$ cat src/source/cu_config.svh
`ifndef CU_CONFIG_SVH
`define CU_CONFIG_SVH

// instruction word
`define CU_INSTR_WIDTH 32

// opcode class field in bits 27 to 25
`define CU_CLASS_WIDTH 3
`define CU_CLASS_DP_SHIFT 3'b000
`define CU_CLASS_DP_IMM 3'b001
`define CU_CLASS_BRANCH 3'b101

// single-bit fields
`define CU_SET_FLAGS_BIT 20
`define CU_LINK_BIT 24

// control field widths
`define CU_SHIFT_AMT_WIDTH 5
`define CU_ALU_OP_WIDTH 5

`endif

$ cat src/source/cuPkg.sv
`include "cu_config.svh"

package cuPkg;

	// data-processing view of the instruction word
	typedef struct packed {
		logic [`CU_INSTR_WIDTH-`CU_LINK_BIT-`CU_CLASS_WIDTH-2:0] cond;
		logic [`CU_CLASS_WIDTH-1:0] instrClass;
		// operation flags in bits 24 to 21
		logic [`CU_LINK_BIT-`CU_SET_FLAGS_BIT-1:0] opFlags;
		logic setFlags;
		logic [3:0] rn;
		logic [3:0] rd;
		logic [`CU_SHIFT_AMT_WIDTH-1:0] shiftAmount;
		logic [1:0] shiftKind;
		logic regShift;
		logic [3:0] rm;
	} dpView_t;

	// branch view with a signed word offset below the link bit
	typedef struct packed {
		logic [`CU_INSTR_WIDTH-`CU_LINK_BIT-`CU_CLASS_WIDTH-2:0] cond;
		logic [`CU_CLASS_WIDTH-1:0] instrClass;
		logic link;
		logic [`CU_LINK_BIT-1:0] offset;
	} branchView_t;

	typedef union packed {
		dpView_t dpView;
		branchView_t branchView;
	} instrWord_u;

	typedef enum logic [1:0] {
		dataProcImm,
		dataProcShift,
		branch,
		unsupported
	} instrClass_e;

	typedef struct packed {
		instrClass_e instrClass;
		logic setFlags;
		logic link;
		logic [`CU_SHIFT_AMT_WIDTH-1:0] shiftAmount;
	} decodedInstr_t;

	typedef enum logic [3:0] {
		resetClear,
		fetchAddr,
		fetchIncPc,
		fetchWait,
		decode,
		dpImmAlu,
		dpImmWrite,
		dpShift,
		branchLink,
		branchTarget,
		branchWrite
	} cuState_e;

	typedef struct packed {
		logic regFileLoad;
		logic irLoad;
		logic marLoad;
		logic flagLoad;
		logic clearRegs;
		logic memRead;
		logic memEnable;
		logic [1:0] dataType;
		logic [1:0] muxA;
		logic [1:0] muxB;
		logic [2:0] muxC;
		logic muxD;
		logic [1:0] muxF;
		logic muxH;
		logic [1:0] muxI;
		logic [1:0] muxJ;
		logic aluEnable;
		logic [2:0] shiftType;
		logic [`CU_SHIFT_AMT_WIDTH-1:0] shiftAmount;
		logic [`CU_ALU_OP_WIDTH-1:0] aluOp;
	} controlWord_t;

endpackage

$ cat src/source/controlEncoder.sv
`timescale 1ns/100ps

module controlEncoder
(
	input logic CLK,
	input logic reset,
	input cuPkg::cuState_e state,
	input cuPkg::decodedInstr_t decoded,
	output cuPkg::controlWord_t controls
);

	cuPkg::controlWord_t word;

	always_comb
	begin
		word = '0;
		case (state)
			cuPkg::resetClear:
			begin
				word.clearRegs = 1'b1;
			end
			cuPkg::fetchAddr:
			begin
				// pc to mar
				word.marLoad = 1'b1;
				word.memRead = 1'b1;
				word.muxA = 2'd2;
				word.muxD = 1'b1;
				word.aluOp = 5'd16;
			end
			cuPkg::fetchIncPc:
			begin
				word.regFileLoad = 1'b1;
				word.memRead = 1'b1;
				word.memEnable = 1'b1;
				word.dataType = 2'd2;
				word.muxA = 2'd2;
				word.muxC = 3'd3;
				word.muxD = 1'b1;
				word.aluOp = 5'd17;
			end
			cuPkg::fetchWait:
			begin
				word.irLoad = 1'b1;
				word.memRead = 1'b1;
				word.memEnable = 1'b1;
				word.dataType = 2'd2;
			end
			cuPkg::dpImmAlu:
			begin
				word.regFileLoad = 1'b1;
				word.muxB = 2'd1;
				word.muxC = 3'd4;
				word.muxF = 2'd3;
				word.muxD = 1'b1;
				word.shiftType = 3'd1;
				word.aluEnable = 1'b1;
				word.aluOp = 5'd19;
			end
			cuPkg::dpImmWrite:
			begin
				word.regFileLoad = 1'b1;
				word.muxI = 2'd2;
				word.muxJ = 2'd1;
				word.shiftType = 3'd4;
				word.flagLoad = decoded.setFlags;
			end
			cuPkg::dpShift:
			begin
				// shift amount comes straight from the instruction
				word.regFileLoad = 1'b1;
				word.muxB = 2'd1;
				word.muxH = 1'b1;
				word.muxI = 2'd1;
				word.shiftAmount = decoded.shiftAmount;
				word.flagLoad = decoded.setFlags;
			end
			cuPkg::branchLink:
			begin
				word.regFileLoad = 1'b1;
				word.muxA = 2'd3;
				word.muxC = 3'd2;
				word.muxD = 1'b1;
				word.muxJ = 2'd1;
				word.shiftAmount = 5'd4;
				word.aluOp = 5'd16;
			end
			cuPkg::branchTarget:
			begin
				word.regFileLoad = 1'b1;
				word.muxB = 2'd1;
				word.flagLoad = 1'b1;
				word.muxC = 3'd4;
				word.muxD = 1'b1;
				word.muxF = 2'd3;
				word.muxI = 2'd2;
				word.muxJ = 2'd2;
				word.aluEnable = 1'b1;
				word.shiftType = 3'd4;
				word.aluOp = 5'd19;
			end
			cuPkg::branchWrite:
			begin
				// offset times four added to pc
				word.regFileLoad = 1'b1;
				word.muxA = 2'd2;
				word.muxC = 3'd3;
				word.muxB = 2'd1;
				word.muxD = 1'b1;
				word.muxI = 2'd2;
				word.shiftType = 3'd5;
				word.muxJ = 2'd1;
				word.shiftAmount = 5'd4;
				word.aluOp = 5'd4;
			end
			default:
			begin
				// decode drives nothing
				word = '0;
			end
		endcase
	end

	always_ff @(posedge CLK)
	begin
		if (reset)
			controls <= '0;
		else
			controls <= word;
	end

endmodule

$ cat src/source/controlUnit.sv
`timescale 1ns/100ps

module controlUnit
(
	input logic CLK,
	input logic reset,
	input cuPkg::instrWord_u ir,
	input logic cond,
	input logic moc,
	output cuPkg::controlWord_t controls
);

	cuPkg::decodedInstr_t decoded;
	cuPkg::cuState_e state;

	instrDecoder decoder
	(
		.ir(ir),
		.decoded(decoded)
	);

	stateSequencer sequencer
	(
		.CLK(CLK),
		.reset(reset),
		.cond(cond),
		.moc(moc),
		.decoded(decoded),
		.state(state)
	);

	// registered one cycle behind the state
	controlEncoder encoder
	(
		.CLK(CLK),
		.reset(reset),
		.state(state),
		.decoded(decoded),
		.controls(controls)
	);

endmodule

$ cat src/source/instrDecoder.sv
`timescale 1ns/100ps
`include "cu_config.svh"

module instrDecoder
(
	input cuPkg::instrWord_u ir,
	output cuPkg::decodedInstr_t decoded
);

	always_comb
	begin
		// class field sits at the same place in both views
		case (ir.dpView.instrClass)
			`CU_CLASS_DP_IMM:
			begin
				decoded.instrClass = cuPkg::dataProcImm;
			end
			`CU_CLASS_DP_SHIFT:
			begin
				decoded.instrClass = cuPkg::dataProcShift;
			end
			`CU_CLASS_BRANCH:
			begin
				decoded.instrClass = cuPkg::branch;
			end
			default:
			begin
				// load/store and the rest are not handled here
				decoded.instrClass = cuPkg::unsupported;
			end
		endcase

		decoded.setFlags = ir.dpView.setFlags;
		decoded.shiftAmount = ir.dpView.shiftAmount;

		// link only matters for branches
		decoded.link = ir.branchView.link;
	end

endmodule

$ cat src/source/stateSequencer.sv
`timescale 1ns/100ps

module stateSequencer
(
	input logic CLK,
	input logic reset,
	input logic cond,
	input logic moc,
	input cuPkg::decodedInstr_t decoded,
	output cuPkg::cuState_e state
);

	cuPkg::cuState_e nextState;

	always_ff @(posedge CLK)
	begin
		if (reset)
			state <= cuPkg::resetClear;
		else
			state <= nextState;
	end

	always_comb
	begin
		nextState = state;
		case (state)
			cuPkg::resetClear:
				nextState = cuPkg::fetchAddr;
			cuPkg::fetchAddr:
				nextState = cuPkg::fetchIncPc;
			cuPkg::fetchIncPc:
				nextState = cuPkg::fetchWait;
			cuPkg::fetchWait:
			begin
				// hold until memory reports completion
				if (moc)
					nextState = cuPkg::decode;
			end
			cuPkg::decode:
			begin
				if (!cond)
				begin
					nextState = cuPkg::fetchAddr;
				end
				else
				begin
					case (decoded.instrClass)
						cuPkg::dataProcImm:
							nextState = cuPkg::dpImmAlu;
						cuPkg::dataProcShift:
							nextState = cuPkg::dpShift;
						cuPkg::branch:
						begin
							if (decoded.link)
								nextState = cuPkg::branchLink;
							else
								nextState = cuPkg::branchTarget;
						end
						default:
							nextState = cuPkg::fetchAddr;
					endcase
				end
			end
			cuPkg::dpImmAlu:
				nextState = cuPkg::dpImmWrite;
			cuPkg::branchLink:
				nextState = cuPkg::branchTarget;
			cuPkg::branchTarget:
				nextState = cuPkg::branchWrite;
			// last step of every execute path
			cuPkg::dpImmWrite,
			cuPkg::dpShift,
			cuPkg::branchWrite:
				nextState = cuPkg::fetchAddr;
			default:
				nextState = cuPkg::resetClear;
		endcase
	end

endmodule

$ cat config.mk
export PLATFORM = sky130hd
export DESIGN_NAME = controlUnit
export DESIGN_NICKNAME = d
export VERILOG_FILES = /design/src/source/cuPkg.sv /design/src/source/controlEncoder.sv /design/src/source/controlUnit.sv /design/src/source/instrDecoder.sv /design/src/source/stateSequencer.sv
export VERILOG_INCLUDE_DIRS = /design/src /design/src/source
export SDC_FILE = /design/constraint.sdc
export NUM_CORES = 1
export LEC_CHECK = 0
export BUFFER_PORTS_ARGS = -buffer_cell sky130_fd_sc_hd__buf_2
export CORE_UTILIZATION = 40
export CTS_CLUSTER_SIZE = 12
export DETAILED_ROUTE_END_ITERATION = 16
export PLACE_DENSITY_LB_ADDON = 0.25
export SYNTH_ARGS = -nofsm -noshare
export SYNTH_HDL_FRONTEND = slang
export SYNTH_SLANG_ARGS = --single-unit
$ cat constraint.sdc
create_clock -name CLK -period 2.8 [get_ports CLK]
set_input_delay 0.14 -clock CLK [delete_from_list [all_inputs] [get_ports CLK]]
set_output_delay 0.14 -clock CLK [all_outputs]
set_load 0.02 [all_outputs]
==> key figures, run 1 <==
Status
  – Outcome: completed

Synthesis
  – Post-synthesis compound-gate area fraction: 0.1288
  – Adder-cell share of the synthesized area: 0
  – Mux share of post-synthesis cell area: 0
  – Top post-synthesis cells by area: dfxtp_1 53%, a21oi_1 5.6%, buf_4 3.9%
  – Post-synthesis cell type count: 38
  – Synth Instances: 142
  – Synth area leader: dfxtp_1
  – Simple-gate share of the synthesized area: 0.2359
  – Yosys top cell area share: 0.5263
  – Post-synthesis sequential area ratio: 0.5263
  – Post-synth EDFFs: 0
  – Main combinational cell family by area after synthesis: simple AND/OR/NAND/NOR gates
  – Ys Warns: 0
  – Avg Inst Size Synth: around 9.4 um^2
  – Async SR Flop Fraction: 0
  – Main synth FF type: dfxtp_1
  – Seq cells post-synth: 35
  – Synthesized area: 1331 um^2
  – Post-Synth XOR/XNOR Area: 0.01974

Cells and area
  – Area Growth Syn to Fin: 20.11%
  – Fin nets: 218
  – Layout cells sized above 1: 0.3187
  – # diodes: 0
  – Fin util: 0.5153
  – Post-route cell area: 1599 um^2

Routing
  – TritonRoute pass-1 iters: 4
  – Initial DRC count: 14
  – DRC: 0
  – Vias/cell: 4.743
  – Post-route ant nets: 0
  – Via count: approximately 1100
  – Drt total wl: 2.540 mm
  – Routed len/inst: 11.24 um

Clock network
  – Worst-Skew Late Latency: 340 ps
  – Reg clk slew, reported paths: 100 ps
  – Hold_buf cts: 1
  – CTS Buf Count: 5
  – Max Root-Sink Buffers: 2
  – TritonCTS clock tree: built
  – Post-CTS Setup Bufs: 0
  – H-Tree Depth: 2
  – Post-CTS Resized: 0
  – CTS root buf: clkbuf_4
  – Sink Count: 35

Timing
  – Max Slew Vio Count: 0
  – Worst-margin pin slew: 796.8 ps
  – Clock skew: 7.561 ps
  – Tmin final: between 1500 and 2000 ps
  – Setup tns final: 0 ps
  – RSZ-0062 raised after global routing: no
  – Fmax achieved: 0.5545 GHz
  – Max-slew headroom: 0.4681
  – Final period util: 0.6441
  – Final hold violations: 0
  – Final worst slack: 996.5 ps
  – Final setup viols: 0

Worst setup path
  – CP max stage cell: dfxtp_1
  – Data required, critical path: approximately 3100 ps
  – CP endpoint kind: register
  – Cell Chain, Critical Path: or4b_4, a31o_1, a21oi_1
  – Crit path DAT: around 2100 ps
  – Reg2reg setup slack: 1000 ps
  – Worst setup SP type: register
  – CP bufs+invs: 0
  – Family with the most delay on the worst path: flip-flops
  – Crit Path Category: register to register
  – Crit Path Max Fanout: 26
  – Crit-path max cell delay: 850 ps

Global routing
  – Total grt overflow: 0
  – Initial antenna violation count: 0
  – Largest net degree at the start of global routing: 27
  – Vias in the first global route: 951
  – GRT Util Overall: 0.1595
  – First-pass GRT wire length: 4.112 mm

Place
  – Number of buffers added on ports: 47
  – HPWL Detailed: approximately 1.8 mm
  – Placed Area: 1533 um^2
  – RePlAce Congestion: about 0.74
  – Dpl ws: a little over 1000 ps

Die
  – Core area: 3103 um^2
  – IO Count: 74
  – Die width: 59.69 um
  – Die height: 59.69 um
  – Row cnt: 20
  – Initial Utilization: 0.4290
  – Die area: 3563 um^2

Worst hold path
  – HP Class: primary input to register

Job
  – Max-cap viol count: 0

Power and ir drop
  – Static leakage: 0.7585 nW
  – Max VDD drop: slightly above 0.2 mV
  – P per Cell Area: 616.6 nW/um^2
## worst paths after layout
kind	from	endpoint	cells after the start
setup / recovery	sequencer.state[2]	sequencer.state[0]	3
setup reg to reg	sequencer.state[2]	sequencer.state[0]	3
hold / removal	ir[8]	encoder.controls[6]	2
hold reg to reg	sequencer.state[1]	sequencer.state[2]	2
## layout make-up
type	count	area (um^2)
inverters	4	15.01
clock buffers	6	51.30
well taps	44	55.05
flip-flops and latches	35	700.7
repair buffers	48	245.2
clock inverters	1	5.005
fillers	320	1504
multi-input cells	88	526.8
## where the power goes
part	switching (mW)	total [mW]	internal, mW
Combinational	0.0982	0.160	0.0621
Sequential	0.0310	0.556	0.525
Clock	0.154	0.270	0.116
## metal layers
metal	global-route usage	vias to the layer above	share of wire
li1	-	556	-
met1	0.1802	474	0.44
met2	0.2587	35	0.48
met3	0.04545	7	0.048
met4	0.1096	0	0.030
met5	0	-	0
## metrics by stage
stage	hold WS (ps)	cells	power (mW)
after global placement	346.2	218	0.7247
after detailed placement	343.9	218	0.7277
final	2.869	226	0.9860
after CTS	0.3826	226	0.9946
after floorplan	261.7	145	0.6876
after global routing	1.427	226	1.042
## synth_stat cells, types with 2 or more instances
| cell | instances |
|---|---|
| buf_4 | 7 |
| xor2_1 | 2 |
| o21ai_0 | 2 |
| dfxtp_1 | 35 |
| nand3b_1 | 3 |
| and4b_1 | 2 |
| nor2b_1 | 4 |
| and2_1 | 6 |
| clkbuf_1 | 5 |
| o21bai_1 | 2 |
| nand3_1 | 6 |
| nor4_1 | 2 |
| inv_1 | 3 |
| a21o_1 | 4 |
| nor3_1 | 7 |
| nand2_1 | 4 |
| nand4_1 | 2 |
| a21oi_1 | 15 |
| nor2_1 | 7 |
| nand2b_1 | 2 |
| buf_2 | 5 |
## cell families after synthesis
logic type             after synthesis
AO/OA/AOI/OAI                       28
XOR/XNOR                             3
buffers and inverters               22
flip-flops                          35
other                                1
AND/OR/NAND/NOR                     53
## state kept, by name, indices dropped and copies added, names as in the netlist
name	flops
encoder.controls	31
sequencer.state	4
## worst reg2reg max path: cells and delay by family, from the launching register on
kind / cells / cell delay, ps
DFF: 1 / 850
AOI/OAI and AO/OA: 2 / 320
and+or+nand+nor: 1 / 560
## cell usage in the layout, fill, tap and decap left out, types with 3 or more instances in the layout
cell type	netlist	final
and2_1	6	6
inv_1	3	3
nor2b_1	4	4
nor3_1	7	7
dfxtp_1	35	35
clkbuf_4	0	5
nand3_1	6	6
nand2_1	4	4
buf_2	5	47
nor2_1	7	7
a21oi_1	15	15
nand3b_1	3	3
a21o_1	4	4
conb_1	1	4
Power figures use the tool's default switching activity.
==> inputs of run 2 (changes only) <==
ABC_AREA = 1   (was not set)
CORE_UTILIZATION = 38   (was 40)
clock period = 1.5 ns   (was 2.8 ns; I/O delays follow)
==> run 2 against run 1 <==
Wire length shrank 5.4%; synthesized cell count grew 13%; sequential cell count is the same; sequential power grew 82%; non-clock buffer count grew 7; die area is essentially flat; area after synthesis shrank 5.1%; critical path type unchanged; largest power group unchanged.
==> key figures, run 2 <==
Routing
  – TritonRoute pass-1 iters: 4 (unchanged)
  – Via count: 1084 (+1.1%)
  – Vias/cell: 4.153 (-12%)
  – Drt total wl: 2.404 mm (-5.4%)
  – Post-route ant nets: 0 (unchanged)
  – Routed len/inst: 9.211 um (-18%)
  – Initial DRC count: 22 (+8)
  – DRC: 0 (unchanged)

Timing
  – Clock skew: 6.094 ps (-1.467 ps)
  – RSZ-0062 raised after global routing: no
  – Fmax achieved: 0.7635 GHz (+38%)
  – Final hold violations: 0 (unchanged)
  – Max Slew Vio Count: 0 (unchanged)
  – Setup tns final: 0 ps (unchanged)
  – Tmin final: 1310 ps (-493.8 ps)
  – Final setup viols: 0 (unchanged)
  – Hold WS: 21.33 ps (+18.46 ps)
  – Final period util: 0.8732 (+0.2291)

Power and ir drop
  – Sw Ratio: 0.2862 (-0.0007958)
  – P_int: 1.276 mW (+81%)
  – Logic pwr share: 0.178 (+0.015)
  – Static leakage: 0.9151 nW (+21%)
  – Psw: 0.5114 mW (+81%)
  – Power Total: 1.787 mW (+81%)
  – Clock power share: 0.255 (-0.019)
  – Max VDD drop: 0.6480 mV (+220%)
  – P per Cell Area: 1102 nW/um^2 (+79%)
  – Power share of the sequential group: 0.567 (+0.003)

Cells and area
  – Multi-input gate area: 426.7 um^2 (-19%)
  – Layout cells sized above 1: 0.3180 (-0.0007090)
  – Filler cell count: 342 (+6.9%)
  – Post-Layout Cell Count: 261 (+15%)
  – # diodes: 0 (unchanged)
  – Top flop regs: encoder.controls: 31 flops, sequencer.state: 4 flops
  – Fin nets: 252 (+16%)
  – Commonest non-fill, non-tap cell in the layout: buf_2
  – Area Growth Syn to Fin: 28.32%
  – Max FFs per register: 31 (unchanged)
  – Most frequent cells in the layout: 47 x buf_2, 40 x nand2_1, 35 x dfxtp_1
  – Register with the most flip-flops: encoder.controls
  – Register Area: 700.7 um^2 (unchanged)

Synthesis
  – Seq cells post-synth: 35 (unchanged)
  – Post-synthesis cell type count: 19 (-50%)
  – Top post-synthesis cells by area: dfxtp_1 55%, nand2_1 12%, nor2_1 8.0%
  – Post-synth top cells: 40 x nand2_1, 35 x dfxtp_1, 27 x nor2_1
  – Synth Instances: 161 (+13%)
  – Avg Inst Size Synth: 7.849 um^2 (-16%)
  – Synthesized area: 1264 um^2 (-5.1%)
  – Synth area leader: dfxtp_1
  – Post-synthesis sequential area ratio: 0.5545 (+0.02814)
  – Post-synth EDFFs: 0 (unchanged)
  – Yosys top cell area share: 0.5545 (+0.02814)
  – Ys Warns: 0 (unchanged)
  – Main synth FF type: dfxtp_1
  – Count leader, synth: nand2_1
  – Async SR Flop Fraction: 0 (unchanged)

Global routing
  – First-pass GRT wire length: 3.746 mm (-8.9%)
  – GRT Util Overall: 0.1505 (-0.008979)
  – Largest net degree at the start of global routing: 19 (-30%)
  – Initial antenna violation count: 0 (unchanged)
  – Total grt overflow: 0 (unchanged)
  – Vias in the first global route: 923 (-2.9%)

Place
  – Placed cells: 247 (+13%)
  – RePlAce Congestion: 0.8203 (+10%)
  – Number of buffers added on ports: 47 (unchanged)
  – HPWL Detailed: 1.746 mm (-3.0%)

Die
  – Initial Utilization: 0.4073 (-0.02177)
  – Die area: 3560 um^2 (about the same)
  – IO Count: 74 (unchanged)
  – Core area: 3103 um^2 (unchanged)
  – Die width: 59.67 um (about the same)
  – Row cnt: 20 (unchanged)
  – Die height: 59.67 um (about the same)

Worst setup path
  – Reg2reg setup slack: 190 ps (-810 ps)
  – Crit Path Max Fanout: 7 (-73%)
  – Crit Path Category: register to register
  – Crit path DAT: 1590 ps (-490 ps)
  – CP endpoint kind: register
  – Worst setup SP type: register
  – Data required, critical path: 1780 ps (-1290 ps)

Job
  – Max-cap viol count: 0 (unchanged)

Clock network
  – TritonCTS clock tree: built
  – Post-CTS Setup Bufs: 0 (unchanged)
  – Worst-Skew Late Latency: 330 ps (about the same)
  – CTS Buf Count: 5 (unchanged)
  – Max Root-Sink Buffers: 2 (unchanged)
  – Reg clk slew, reported paths: 90 ps (about the same)
  – Sink Count: 35 (unchanged)
  – Post-CTS Resized: 0 (unchanged)
  – Hold_buf cts: 6 (+5)
  – CTS root buf: clkbuf_4
  – H-Tree Depth: 2 (unchanged)

Worst hold path
  – HP Class: primary input to register

Status
  – Outcome: completed
-- run 2: changes by cell type after synthesis, moves of 5 or more --
cell,delta
nand2_1,+36
inv_1,+12
and2_1,-6
a21oi_1,-9
nor2_1,+20
nor3_1,-7
inv_2,+5
-- run 2: path summary, 6_finish.rpt --
kind         cells past startpoint                    to          startpoint
max reg2reg                      8  encoder.controls[21]  sequencer.state[1]
max                              8  encoder.controls[21]  sequencer.state[1]
min                              4    sequencer.state[1]                 moc
min reg2reg                      2  encoder.controls[35]  sequencer.state[0]
-- run 2: metal layers --
layer,GRT usage,share of wire
met5,0,0
met4,0.09967,0.026
met3,0.06710,0.067
met2,0.2317,0.45
met1,0.1671,0.46
-- run 2: layout make-up --
cell class / instances / share of cell area
Clock inverter: 1 / 0.003086
Clock buffer: 7 / 0.02778
Multi-Input combinational cell: 98 / 0.2631
Tap cell: 44 / 0.03395
Sequential cell: 35 / 0.4321
Inverter: 21 / 0.04861
Timing Repair Buffer: 55 / 0.1914
-- run 2: critical path, stage by stage, from the launching register on --
cell	delay, ps
dfxtp_1	530
inv_2	110
nor2_2	200
nand2_1	130
nand2_1	70
nor2_1	50
nor2_1	90
inv_1	40
nand2_1	40
-- run 2: power by group through the flow --
stage | clock network, mW | logic, mW | registers, mW
3_3_place_gp | 0 | 0.307 | 1.03
6_report | 0.456 | 0.318 | 1.01
5_1_grt | 0.518 | 0.359 | 1.02
2_1_floorplan | 0 | 0.183 | 1.08
4_1_cts | 0.478 | 0.319 | 1.01
3_5_place_dp | 0 | 0.306 | 1.03
-- run 2: metrics by stage --
stage | util | setup slack [ps] | cell area [um^2]
floorplan | - | 467.7 | 1275
global placement | 0.4871 | 222.4 | 1511
detailed placement | 0.4871 | 234.6 | 1511
CTS | 0.5226 | 218.5 | 1622
global route | 0.5226 | 31.14 | 1622
finish | 0.5226 | 190.2 | 1622
-- run 2: cell families (layout without fill, tap and decap cells) --
kind of cell	after synthesis	in the layout	synth area share
and+or+nand+nor	78	78	0.2535
DFF	35	35	0.5545
buffers and inverters	31	84	0.1168
AOI/OAI and AO/OA	16	16	0.07228
other	1	4	0.002967
